$ cat config.mk
export PLATFORM = sky130hd
export DESIGN_NAME = lcdTop
export DESIGN_NICKNAME = d
export VERILOG_FILES = /design/src/rtl/lcdPkg.sv /design/src/rtl/lcdTop.sv /design/src/rtl/lcdSequencer.sv /design/src/rtl/lcdNibbleWriter.sv /design/src/rtl/lcdDelayTimer.sv
export VERILOG_INCLUDE_DIRS = /design/src /design/src/rtl
export SDC_FILE = /design/constraint.sdc
export NUM_CORES = 1
export LEC_CHECK = 0
export BUFFER_PORTS_ARGS = -buffer_cell sky130_fd_sc_hd__buf_2
export CORE_UTILIZATION = 35
export DETAILED_ROUTE_END_ITERATION = 16
export PLACE_DENSITY = 0.58
export SYNTH_ARGS = -nofsm -noshare
export SYNTH_HDL_FRONTEND = slang
export SYNTH_SLANG_ARGS = --single-unit
$ cat constraint.sdc
create_clock -name clk -period 6.12 [get_ports clk]
set_input_delay 0.918 -clock clk [delete_from_list [all_inputs] [get_ports clk]]
set_output_delay 0.918 -clock clk [all_outputs]
set_load 0.01 [all_outputs]
$ cat src/rtl/lcd_consts.svh
`ifndef LCD_CONSTS_SVH
`define LCD_CONSTS_SVH

//////////////////////////////
// Delays in ticks
//////////////////////////////

// Power-up wait before the first wake-up nibble
`define LCD_PWR_WAIT    16'd750

// Wait after the first wake-up nibble
`define LCD_WAKE_WAIT1  16'd205

// Wait after the second wake-up nibble
`define LCD_WAKE_WAIT2  16'd5

`define LCD_CMD_WAIT    16'd20     // Normal command and character wait
`define LCD_CLR_WAIT    16'd82     // Clear display is slow

//////////////////////////////
// Enable pulse shape
//////////////////////////////

`define LCD_SETUP       16'd2      // Data valid before e rises
`define LCD_ENB_WIDTH   16'd12     // Width of e high
`define LCD_HOLD        16'd1      // Data held after e falls
`define LCD_NIBBLE_GAP  16'd1      // Between high and low nibble

//////////////////////////////
// Step table
//////////////////////////////

// 4 wake-up nibbles, 4 commands, 10 characters
`define LCD_STEP_COUNT  5'd18

`define LCD_CMD_FUNC    8'h28      // 4-bit bus, 2 lines, 5x8 font
`define LCD_CMD_ENTRY   8'h06      // Increment, no shift
`define LCD_CMD_DISPLAY 8'h0C      // Display on, cursor off
`define LCD_CMD_CLEAR   8'h01      // Clear and home

`endif
$ cat src/rtl/lcdPkg.sv
package lcdPkg;

   //////////////////////////////
   // Vector types
   //////////////////////////////

   typedef logic [3:0]  lcdNibble;  // One nibble on the bus
   typedef logic [7:0]  lcdByte;    // Command or character code
   typedef logic [15:0] tickCount;  // Delay length in ticks
   typedef logic [4:0]  stepIndex;  // Step table position

   //////////////////////////////
   // Structs
   //////////////////////////////

   // Write request from sequencer to nibble writer
   typedef struct packed
   {
      logic     rs;        // Register select
      lcdByte   data;
      logic     fullByte;  // Both nibbles, else high nibble only
      tickCount postWait;  // Wait after the last nibble
   } lcdWriteReq;

   // LCD pins in 4-bit mode
   typedef struct packed
   {
      logic     rs;
      logic     e;
      lcdNibble data;
   } lcdBus;

   //////////////////////////////
   // State machines
   //////////////////////////////

   typedef enum logic [1:0]
   {
      seqIdle,
      seqIssue,
      seqWaitAccept,
      seqDone
   } seqState;

   typedef enum logic [2:0]
   {
      wrIdle,
      wrSetup,
      wrEnable,
      wrHold,
      wrGap,
      wrPost
   } writerState;

endpackage

$ cat src/rtl/lcdTop.sv
`timescale 1ns/10ps

module lcdTop
#(
   parameter int clkPerTick = 50    // 50 cycles per tick
)
(
   input  logic          clk,
   input  logic          rstN,
   output lcdPkg::lcdBus lcd,
   output logic          done
);

   lcdPkg::lcdWriteReq req;        // Current step
   logic               reqValid;
   logic               reqReady;
   logic               delayLoad;
   lcdPkg::tickCount   delayLen;
   logic               delayDone;

   //////////////////////////////
   // Sequencer and writer
   //////////////////////////////

   lcdSequencer lcdSequencer_i
   (
      .clk      (clk),
      .rstN     (rstN),
      .req      (req),
      .reqValid (reqValid),
      .reqReady (reqReady),
      .done     (done)
   );

   lcdNibbleWriter lcdNibbleWriter_i
   (
      .clk       (clk),
      .rstN      (rstN),
      .req       (req),
      .reqValid  (reqValid),
      .reqReady  (reqReady),
      .lcd       (lcd),
      .delayLoad (delayLoad),
      .delayLen  (delayLen),
      .delayDone (delayDone)
   );

   // Shared by every phase of the writer
   lcdDelayTimer #(.clkPerTick(clkPerTick)) lcdDelayTimer_i
   (
      .clk       (clk),
      .rstN      (rstN),
      .delayLoad (delayLoad),
      .delayLen  (delayLen),
      .delayDone (delayDone)
   );

endmodule

$ cat src/rtl/lcdSequencer.sv
`timescale 1ns/10ps
`include "lcd_consts.svh"

module lcdSequencer
(
   input  logic               clk,
   input  logic               rstN,
   output lcdPkg::lcdWriteReq req,
   output logic               reqValid,
   input  logic               reqReady,
   output logic               done
);

   lcdPkg::seqState  state;
   lcdPkg::stepIndex step;     // Next step to issue

   // Build one table entry
   function automatic lcdPkg::lcdWriteReq makeReq
   (
      input logic             rs,
      input lcdPkg::lcdByte   data,
      input logic             fullByte,
      input lcdPkg::tickCount postWait
   );
      lcdPkg::lcdWriteReq r;
      r.rs       = rs;
      r.data     = data;
      r.fullByte = fullByte;
      r.postWait = postWait;
      return r;
   endfunction

   //////////////////////////////
   // Step table
   //////////////////////////////

   always_comb
   begin
      case (step)
         // Wake-up, high nibble only
         5'd0:  req = makeReq(1'b0, 8'h30, 1'b0, `LCD_WAKE_WAIT1);
         5'd1:  req = makeReq(1'b0, 8'h30, 1'b0, `LCD_WAKE_WAIT2);
         5'd2:  req = makeReq(1'b0, 8'h30, 1'b0, `LCD_CMD_WAIT);
         5'd3:  req = makeReq(1'b0, 8'h20, 1'b0, `LCD_CMD_WAIT);   // Switch to 4-bit
         // Configuration
         5'd4:  req = makeReq(1'b0, `LCD_CMD_FUNC, 1'b1, `LCD_CMD_WAIT);
         5'd5:  req = makeReq(1'b0, `LCD_CMD_ENTRY, 1'b1, `LCD_CMD_WAIT);
         5'd6:  req = makeReq(1'b0, `LCD_CMD_DISPLAY, 1'b1, `LCD_CMD_WAIT);
         5'd7:  req = makeReq(1'b0, `LCD_CMD_CLEAR, 1'b1, `LCD_CLR_WAIT);
         // Message, data register
         5'd8:  req = makeReq(1'b1, 8'h48, 1'b1, `LCD_CMD_WAIT);   // H
         5'd9:  req = makeReq(1'b1, 8'h4F, 1'b1, `LCD_CMD_WAIT);   // O
         5'd10: req = makeReq(1'b1, 8'h4C, 1'b1, `LCD_CMD_WAIT);   // L
         5'd11: req = makeReq(1'b1, 8'h41, 1'b1, `LCD_CMD_WAIT);   // A
         5'd12: req = makeReq(1'b1, 8'h20, 1'b1, `LCD_CMD_WAIT);   // Space
         5'd13: req = makeReq(1'b1, 8'h4D, 1'b1, `LCD_CMD_WAIT);   // M
         5'd14: req = makeReq(1'b1, 8'h55, 1'b1, `LCD_CMD_WAIT);   // U
         5'd15: req = makeReq(1'b1, 8'h4E, 1'b1, `LCD_CMD_WAIT);   // N
         5'd16: req = makeReq(1'b1, 8'h44, 1'b1, `LCD_CMD_WAIT);   // D
         5'd17: req = makeReq(1'b1, 8'h4F, 1'b1, `LCD_CMD_WAIT);   // O
         default:
            req = makeReq(1'b0, 8'h00, 1'b0, `LCD_CMD_WAIT);        // Past the end
      endcase
   end

   //////////////////////////////
   // Table walker FSM
   //////////////////////////////

   always_ff @(posedge clk)
   begin
      if (!rstN)
      begin
         state <= lcdPkg::seqIdle;
         step  <= '0;
      end
      else
      begin
         case (state)
            lcdPkg::seqIdle:
               if (reqReady)                  // Power wait over
                  state <= lcdPkg::seqIssue;
            lcdPkg::seqIssue:
               if (reqReady)                  // Transfer on this edge
               begin
                  step  <= step + 1'b1;
                  state <= lcdPkg::seqWaitAccept;
               end
            lcdPkg::seqWaitAccept:
               if (reqReady)                  // Writer back in idle
               begin
                  if (step == `LCD_STEP_COUNT)
                     state <= lcdPkg::seqDone;
                  else
                     state <= lcdPkg::seqIssue;
               end
            lcdPkg::seqDone:
               state <= lcdPkg::seqDone;      // Stay until reset
            default:
               state <= lcdPkg::seqIdle;
         endcase
      end
   end

   assign reqValid = (state == lcdPkg::seqIssue);   // Req stable while step holds
   assign done     = (state == lcdPkg::seqDone);

endmodule

$ cat src/rtl/lcdNibbleWriter.sv
`timescale 1ns/10ps
`include "lcd_consts.svh"

module lcdNibbleWriter
(
   input  logic               clk,
   input  logic               rstN,
   input  lcdPkg::lcdWriteReq req,
   input  logic               reqValid,
   output logic               reqReady,
   output lcdPkg::lcdBus      lcd,
   output logic               delayLoad,
   output lcdPkg::tickCount   delayLen,
   input  logic               delayDone
);

   lcdPkg::writerState state;
   lcdPkg::writerState nextState;
   lcdPkg::lcdWriteReq reqQ;       // Request being written
   lcdPkg::lcdBus      busQ;       // Registered LCD pins
   logic               lowPhase;   // Low nibble on the bus
   logic               pwrArmed;   // Power wait already loaded
   logic               accept;     // Handshake this cycle

   assign reqReady = (state == lcdPkg::wrIdle);   // One request in flight
   assign accept   = reqReady && reqValid;
   assign lcd      = busQ;

   //////////////////////////////
   // Next state and timer load
   //////////////////////////////

   always_comb
   begin
      nextState = state;
      delayLoad = 1'b0;
      delayLen  = `LCD_SETUP;
      case (state)
         lcdPkg::wrIdle:
            if (reqValid)
            begin
               nextState = lcdPkg::wrSetup;   // High nibble first
               delayLoad = 1'b1;
               delayLen  = `LCD_SETUP;
            end
         lcdPkg::wrSetup:
            if (delayDone)
            begin
               nextState = lcdPkg::wrEnable;
               delayLoad = 1'b1;
               delayLen  = `LCD_ENB_WIDTH;
            end
         lcdPkg::wrEnable:
            if (delayDone)
            begin
               nextState = lcdPkg::wrHold;
               delayLoad = 1'b1;
               delayLen  = `LCD_HOLD;
            end
         lcdPkg::wrHold:
            if (delayDone)
            begin
               delayLoad = 1'b1;
               if (reqQ.fullByte && !lowPhase)   // Low nibble still to go
               begin
                  nextState = lcdPkg::wrGap;
                  delayLen  = `LCD_NIBBLE_GAP;
               end
               else
               begin
                  nextState = lcdPkg::wrPost;
                  delayLen  = reqQ.postWait;
               end
            end
         lcdPkg::wrGap:
            if (delayDone)
            begin
               nextState = lcdPkg::wrSetup;
               delayLoad = 1'b1;
               delayLen  = `LCD_SETUP;
            end
         lcdPkg::wrPost:
            if (!pwrArmed)
            begin
               // First cycle out of reset starts the power-up wait
               delayLoad = 1'b1;
               delayLen  = `LCD_PWR_WAIT;
            end
            else if (delayDone)
               nextState = lcdPkg::wrIdle;
         default:
            nextState = lcdPkg::wrIdle;
      endcase
   end

   //////////////////////////////
   // State and bus registers
   //////////////////////////////

   always_ff @(posedge clk)
   begin
      if (!rstN)
      begin
         state    <= lcdPkg::wrPost;   // Power wait, bus quiet
         busQ     <= '0;
         lowPhase <= 1'b0;
         pwrArmed <= 1'b0;
      end
      else
      begin
         state    <= nextState;
         pwrArmed <= 1'b1;
         busQ.e   <= (nextState == lcdPkg::wrEnable);   // e high only while enabled
         if (accept)
         begin
            busQ.rs   <= req.rs;
            busQ.data <= req.data[7:4];
            lowPhase  <= 1'b0;
         end
         else if ((state == lcdPkg::wrGap) && delayDone)
         begin
            busQ.data <= reqQ.data[3:0];   // Setup of low nibble begins
            lowPhase  <= 1'b1;
         end
      end
   end

   // Request payload
   always_ff @(posedge clk)
   begin
      if (accept)
         reqQ <= req;
   end

endmodule

$ cat src/rtl/lcdDelayTimer.sv
`timescale 1ns/10ps

module lcdDelayTimer
#(
   parameter int clkPerTick = 50    // Clock cycles per tick
)
(
   input  logic             clk,
   input  logic             rstN,
   input  logic             delayLoad,
   input  lcdPkg::tickCount delayLen,
   output logic             delayDone
);

   // Prescaler width, at least one bit
   localparam int presWidth = (clkPerTick > 1) ? $clog2(clkPerTick) : 1;
   localparam logic [presWidth-1:0] presTop = presWidth'(clkPerTick - 1);

   logic                   active;     // Delay running
   logic [presWidth-1:0]   presCount;  // Cycles left in this tick
   lcdPkg::tickCount       ticksLeft;

   //////////////////////////////
   // Prescaler and tick counter
   //////////////////////////////

   always_ff @(posedge clk)
   begin
      if (!rstN)
      begin
         active    <= 1'b0;
         presCount <= '0;
         ticksLeft <= '0;
      end
      else if (delayLoad)                 // Load wins over counting
      begin
         active    <= 1'b1;
         presCount <= presTop;            // Prescaler restarts
         ticksLeft <= (delayLen == '0) ? 16'd1 : delayLen;  // Zero means one tick
      end
      else if (active)
      begin
         if (presCount == '0)             // End of a tick
         begin
            presCount <= presTop;
            ticksLeft <= ticksLeft - 16'd1;
            if (ticksLeft == 16'd1)
               active <= 1'b0;            // Last tick done
         end
         else
            presCount <= presCount - 1'b1;
      end
   end

   // One-cycle pulse in the last cycle of the last tick
   assign delayDone = active && (presCount == '0) && (ticksLeft == 16'd1);

endmodule

Yosys cells after proc, flatten, opt, wreduce, memory -nomap -nowiden
Memory sizes are Yosys's and may differ from the RTL's. A register that Yosys moved wholly into a read port is not among the register bits.
Index checks and enable logic that the tools add are counted.
{ "word_totals": {"register_bits": 62, "rom_bits": 512, "in_bits": 2, "out_inout_bits": 7, "memories": 1} }
{ "classes": {"addsub": 3, "n_eq_ne": 14, "mux": 40, "bitwise": 1, "reduce_logical": 19} }
{ "mem_list": {"columns": ["name", "depth", "word_bits", "rd", "rd_clocked_by_memory_dff", "write_ports", "line", "source"], "rows": [
  ["(no name shown)", 32, 16, 1, 1, 0, "lcdSequencer.sv:39", "case (step)"]
]} }
{ "ops": {"columns": ["cell", "count"], "rows": [
  ["$mux W16", 6],
  ["$pmux W16 S4", 1],
  ["$mux W3", 7],
  ["$mux W6", 3],
  ["$pmux W3 S6", 1],
  ["$eq A16 B1 Y1 const B", 1],
  ["$logic_not A16 Y1", 1],
  ["$sub A16 B1 Y16 const B", 1],
  ["$mux W4", 3],
  ["$mux W10", 1],
  ["$mux W2", 5],
  ["$mux W5", 2],
  ["$eq A3 B2 Y1 const B", 3],
  ["$mux W1", 9],
  ["$pmux W2 S4", 1],
  ["$eq A3 B3 Y1 const B", 2],
  ["$logic_not A6 Y1", 1],
  ["$reduce_bool A2 Y1", 3],
  ["$sub A6 B1 Y6 const B", 1],
  ["$add A5 B1 Y5 const B", 1],
  ["$eq A5 B5 Y1 const B", 1],
  ["$logic_and A1 B1 Y1", 5],
  ["$eq A2 B2 Y1 const B", 2],
  ["$ne A2 B1 Y1 const B", 2],
  ["other kinds (12)", 14]
]} }

Logic depth before layout (Yosys ltp)
{ "depth": {"depth_word": 8, "mapped_depth": 12, "mapped_depth_nobuf": 11} }

Modules after synthesis
A second synthesis with hierarchy kept.
{ "unflattened": {"hier_cells": 410, "hier_area_um2": 4060.1} }
{ "by_module_without_submodules": {"columns": ["mod", "instances", "cells_per_inst", "area_each_um2", "seq_area_each_um2"], "rows": [
  ["lcdNibbleWriter", 1, 104, 1453.9, 850.8],
  ["lcdDelayTimer", 1, 164, 1357.6, 460.4],
  ["lcdSequencer", 1, 142, 1248.7, 440.4]
]} }

Least setup slack after synthesis
Ideal clock, no wire load.
{ "synth_path": {"path_type": "register -> register", "from": "register lcdNibbleWriter_i.state[1]", "to": "register lcdSequencer_i.req[17] (netlist name)", "setup_time_ns": 0.133, "arrival_ns": 2.840, "required_time_ns": 5.987, "slack_ns": 3.147, "stages_incl_launch_ff": 13, "period_less_slack_ns": 2.973, "cell_sequence": "dfxtp_1 clkbuf_1 inv_2 nand2_1 inv_1 a211oi_1 inv_1 ha_1 nand2b_1 a31oi_1 o21ai_0 o2111ai_1 o221ai_1"} }
{ "synth_between": {"elab_chain_cells": 4} }
{ "synth_rtl": {"columns": ["element", "line", "source"], "rows": [
  ["from (decl)", "lcdNibbleWriter.sv:17", "lcdPkg::writerState state;"],
  ["from (signal assigned)", "lcdNibbleWriter.sv:104", "state <= lcdPkg::wrPost;"],
  ["from (signal assigned)", "lcdNibbleWriter.sv:111", "state <= nextState;"],
  ["$logic_not A3 Y1", "lcdNibbleWriter.sv:25", "assign reqReady = (state == lcdPkg::wrIdle);"],
  ["$reduce_and A2 Y1 (no line)", null, null],
  ["$mux W5 (no line) (2 in series)", null, null]
]} }
Every way passes these cells.
A chain may end at the register's enable or synchronous reset.

Final worst setup path
{ "layout_path": {"from": "register lcdNibbleWriter_i.state[1]", "to": "register lcdSequencer_i.req[17] (netlist name)"} }
{ "layout_between": {"elab_chain_cells": 4} }
{ "layout_rtl": {"columns": ["element", "line"], "rows": [
  ["$logic_not A3 Y1", "lcdNibbleWriter.sv:25"],
  ["$reduce_and A2 Y1 (no line)", null],
  ["$mux W5 (no line) (2 in series)", null]
]} }
Every way passes these cells.

==> flow_summary.ini <==
[synthesis]
syn_nets = 380
synth_cell_types = 54
synth_edf_count = 11
yosysSeqAreaShare = 0.441
yosys_warnings = 0
synth-main-ff-cell = dfxtp_1
syn_area_per_cell_sq_um = 8.99
async_reset_ff_frac = 0
synth-seq-cells = 67
syn_inst = 366
synthesis.area_sq_mm = 0.00329

[clock_tree]
hold_buffers = 0
clockRootBuffer = clkbuf_8
clkSlewWorstSetupHoldPaths_ps = 90
clock_path_buffers = 2
clk_latency_ps = 350
clock_sinks = 67
cts_max_level = 3
numCtsBuffers = 9
cts_resized = 0
cts_tree = done
post-cts-setup-buffers = 0

[global_routing]
grt_use_met1 = 0.202
grt_usage = 0.160
grt_pass1_wl_mm = 12.3
grt_remaining_overflow = 0
met2_usage = 0.269
grt.busiest_layer = met2
use_met3 = 0.0411
first_global_vias = 2480
grt_max_degree = 21
antenna_found_initial = 0

[timing]
hold_viol = 0
final.min_clock_period_ps = 3820
finClkSkew_ps = 14.2
final.setup.tns_ps = 0
rsz0062_at_grt = no
period_share = 0.625
worst_pin_slew_ps = 1030
report.final.setup_viol = 0
maxSlewViolCount = 0
maxSlewHeadroom = 0.311
max_freq_ghz = 0.262
layout_setup_ws_ps = 2300

[detailed_routing]
drtPass1Iterations = 4
drtIter0Drc = 108
drcViolationCount = 0
ant_nets = 0
finalWirelength_mm = 7.52
num_vias = 2682
viasPerCell = 5.52
wl_per_cell_microns = 15.5

[critical_path]
rr_startpoint = lcdNibbleWriter_i.state[1]$_SDFF_PN0_
reg2reg_slack_ps = 2300
end_kind = register
r2r_cells = 11
worstSetupPathType = reg -> reg
crit_path_start_kind = register
cp_max_fo = 16
cp.arrival_ps = 4090
r2r_end = lcdSequencer_i.req[17]$_DFF_P_
worst_ep_required_time_ps = 6380

[layout]
antennaDiodeCount = 0
final_cells = 486
syn_to_final_growth_pct = 9.16
drive_gt1_frac = 0.0960
final_net_count = 384
nFillCells = 915

[status]
status = finished clean

[power]
cellPowerDensity_mw_per_mm2 = 245
vdd_drop_max_uv = 118
power_leakage_nw = 1.35

[floorplanning]
start_util = 0.360
coreArea_sq_mm = 0.00915
rows = 35
die_height_microns = 99.0
die_w_microns = 99.0
fp.dieArea_sq_mm = 0.00979
ios = 9

[hold_path]
min_to = lcdNibbleWriter_i.reqQ[3]$_DFFE_PP_
whs_path_depth = 0
hp-start = lcdSequencer_i.req[7]$_SDFF_PP0_
hp-class = reg -> reg

[placed_design]
dp_hpwl_mm = 5.33
pre_cts_ws_ps = 2320
place_inst = 470
gp_congestion = 0.845
portBuffers = 8

[job]
drv_cap = 0
[per-stage QoR]
step | cell area [sq um] | hold WS, ps | total power [mW] | util
after floorplan | 3290 | 386 | 0.530 | -
after global placement | 3410 | 388 | 0.545 | 0.372
after detailed placement | 3410 | 389 | 0.545 | 0.372
after CTS | 3590 | 408 | 0.890 | 0.392
after global routing | 3590 | 417 | 0.921 | 0.392
final | 3590 | 407 | 0.881 | 0.392
[worst max-delay path: stages (launching register included)]
cell       delay [ps]
dfxtp_1           690
inv_2             220
nand2_1           280
inv_1             310
a211oi_1          880
inv_1             210
ha_1              410
nand2b_1          120
a31oi_1            70
o21ai_0           200
o2111ai_1         140
o221ai_1          190
[per-layer routing]
layer  vias to the layer above  part of all wire
met5                         -                 0
met2                        56              0.49
met3                        12             0.032
li1                       1346                 -
met4                         0             0.012
met1                      1268              0.46
[cells in the final DEF (no fill, tap or decap), drive strengths merged, types with 6 or more instances in the layout]
cell,count
or3,7
nor3,14
or4,9
nand2b,6
clkbuf,10
nor4,9
inv,21
dfxtp,56
ha,12
nand4,6
nor2,33
o21ai,13
nand2,34
edfxtp,11
buf,8
a211oi,7
xnor2,13
a21oi,25
nand3,11
[synth_stat cells, drive strengths merged, types with 2 or more instances]
| cell type | instances | area [sq um] |
|---|---|---|
| nand3 | 11 | 55.1 |
| a22oi | 4 | 30.0 |
| a31oi | 3 | 18.8 |
| a2111oi | 3 | 26.3 |
| nor4 | 9 | 56.3 |
| a211oi | 7 | 52.6 |
| o311ai | 2 | 17.5 |
| or4b | 2 | 20.0 |
| o211ai | 5 | 37.5 |
| buf | 5 | 25.0 |
| o2111ai | 4 | 35.0 |
| and2 | 4 | 25.0 |
| xor2 | 5 | 43.8 |
| o21ai | 13 | 76.3 |
| mux2i | 4 | 40.0 |
| nand3b | 4 | 30.0 |
| nor2 | 33 | 124 |
| or4 | 9 | 75.1 |
| inv | 19 | 71.3 |
| dfxtp | 56 | 1120 |
| and3 | 2 | 12.5 |
| edfxtp | 11 | 330 |
| ha | 12 | 150 |
| nand2 | 34 | 128 |
| nand4 | 6 | 37.5 |
| o31a | 2 | 17.5 |
| nand2b | 6 | 37.5 |
| or3 | 7 | 43.8 |
| a21oi | 25 | 125 |
| nor3 | 14 | 81.3 |
| clkbuf | 10 | 37.5 |
| nor4b | 3 | 38.8 |
| xnor2 | 13 | 114 |
| a21o | 5 | 37.5 |
| a221oi | 2 | 17.5 |
[flip-flops by register name, indices dropped and copies added, names as in the netlist]
signal                      count
lcdNibbleWriter_i.lcd           6
lcdSequencer_i.state            2
lcdNibbleWriter_i.lowPhase      1
lcdDelayTimer_i.ticksLeft      16
lcdSequencer_i.step             5
lcdSequencer_i.req             15
lcdDelayTimer_i.active          1
lcdNibbleWriter_i.pwrArmed      1
lcdNibbleWriter_i.reqQ         11
lcdNibbleWriter_i.state         3
lcdDelayTimer_i.presCount       6
[cell families after synthesis]
kind of cell               count (synthesis)  synth area share
AOI/OAI and AO/OA                         83             0.169
xor gates and xnor gates                  18            0.0479
adders and majority gates                 12            0.0456
buffers and inverters                     34            0.0407
DFF                                       67             0.441
muxes                                      5            0.0156
and+or+nand+nor                          147             0.240
[layout make-up]
class / count / area, sq um / share of cell area
clock buffers: 10 / 138 / 0.0383
clock inverters: 6 / 47.5 / 0.0132
inverters: 19 / 71.3 / 0.0199
multi-input cells: 265 / 1710 / 0.475
flip-flops and latches: 67 / 1450 / 0.404
well taps: 111 / 139 / 0.0387
repair buffers: 8 / 40.0 / 0.0111
[report_power, final]
| part | internal [mW] | switching (mW) | leakage (nW) |
|---|---|---|---|
| Sequential | 0.455 | 0.0122 | 0.567 |
| Clock | 0.161 | 0.183 | 0.0933 |
| Combinational | 0.0272 | 0.0421 | 0.692 |
| Total | 0.644 | 0.237 | 1.35 |
[worst max-delay path by stage]
| stage | to | start | slack (ps) |
|---|---|---|---|
| final | lcdSequencer_i.req[17]$_DFF_P_ | lcdNibbleWriter_i.state[1]$_SDFF_PN0_ | 2300 |
| after global placement | lcdSequencer_i.req[17]$_DFF_P_ | rstN | 2440 |
| after floorplan | lcdSequencer_i.req[17]$_DFF_P_ | lcdNibbleWriter_i.state[1]$_SDFF_PN0_ | 3150 |
| after global routing | lcdSequencer_i.req[17]$_DFF_P_ | lcdNibbleWriter_i.state[1]$_SDFF_PN0_ | 1920 |
| after CTS | lcdSequencer_i.req[17]$_DFF_P_ | lcdNibbleWriter_i.state[1]$_SDFF_PN0_ | 2360 |
| after detailed placement | lcdSequencer_i.req[17]$_DFF_P_ | rstN | 2320 |
Note: power is estimated with default switching activity, not from simulation.
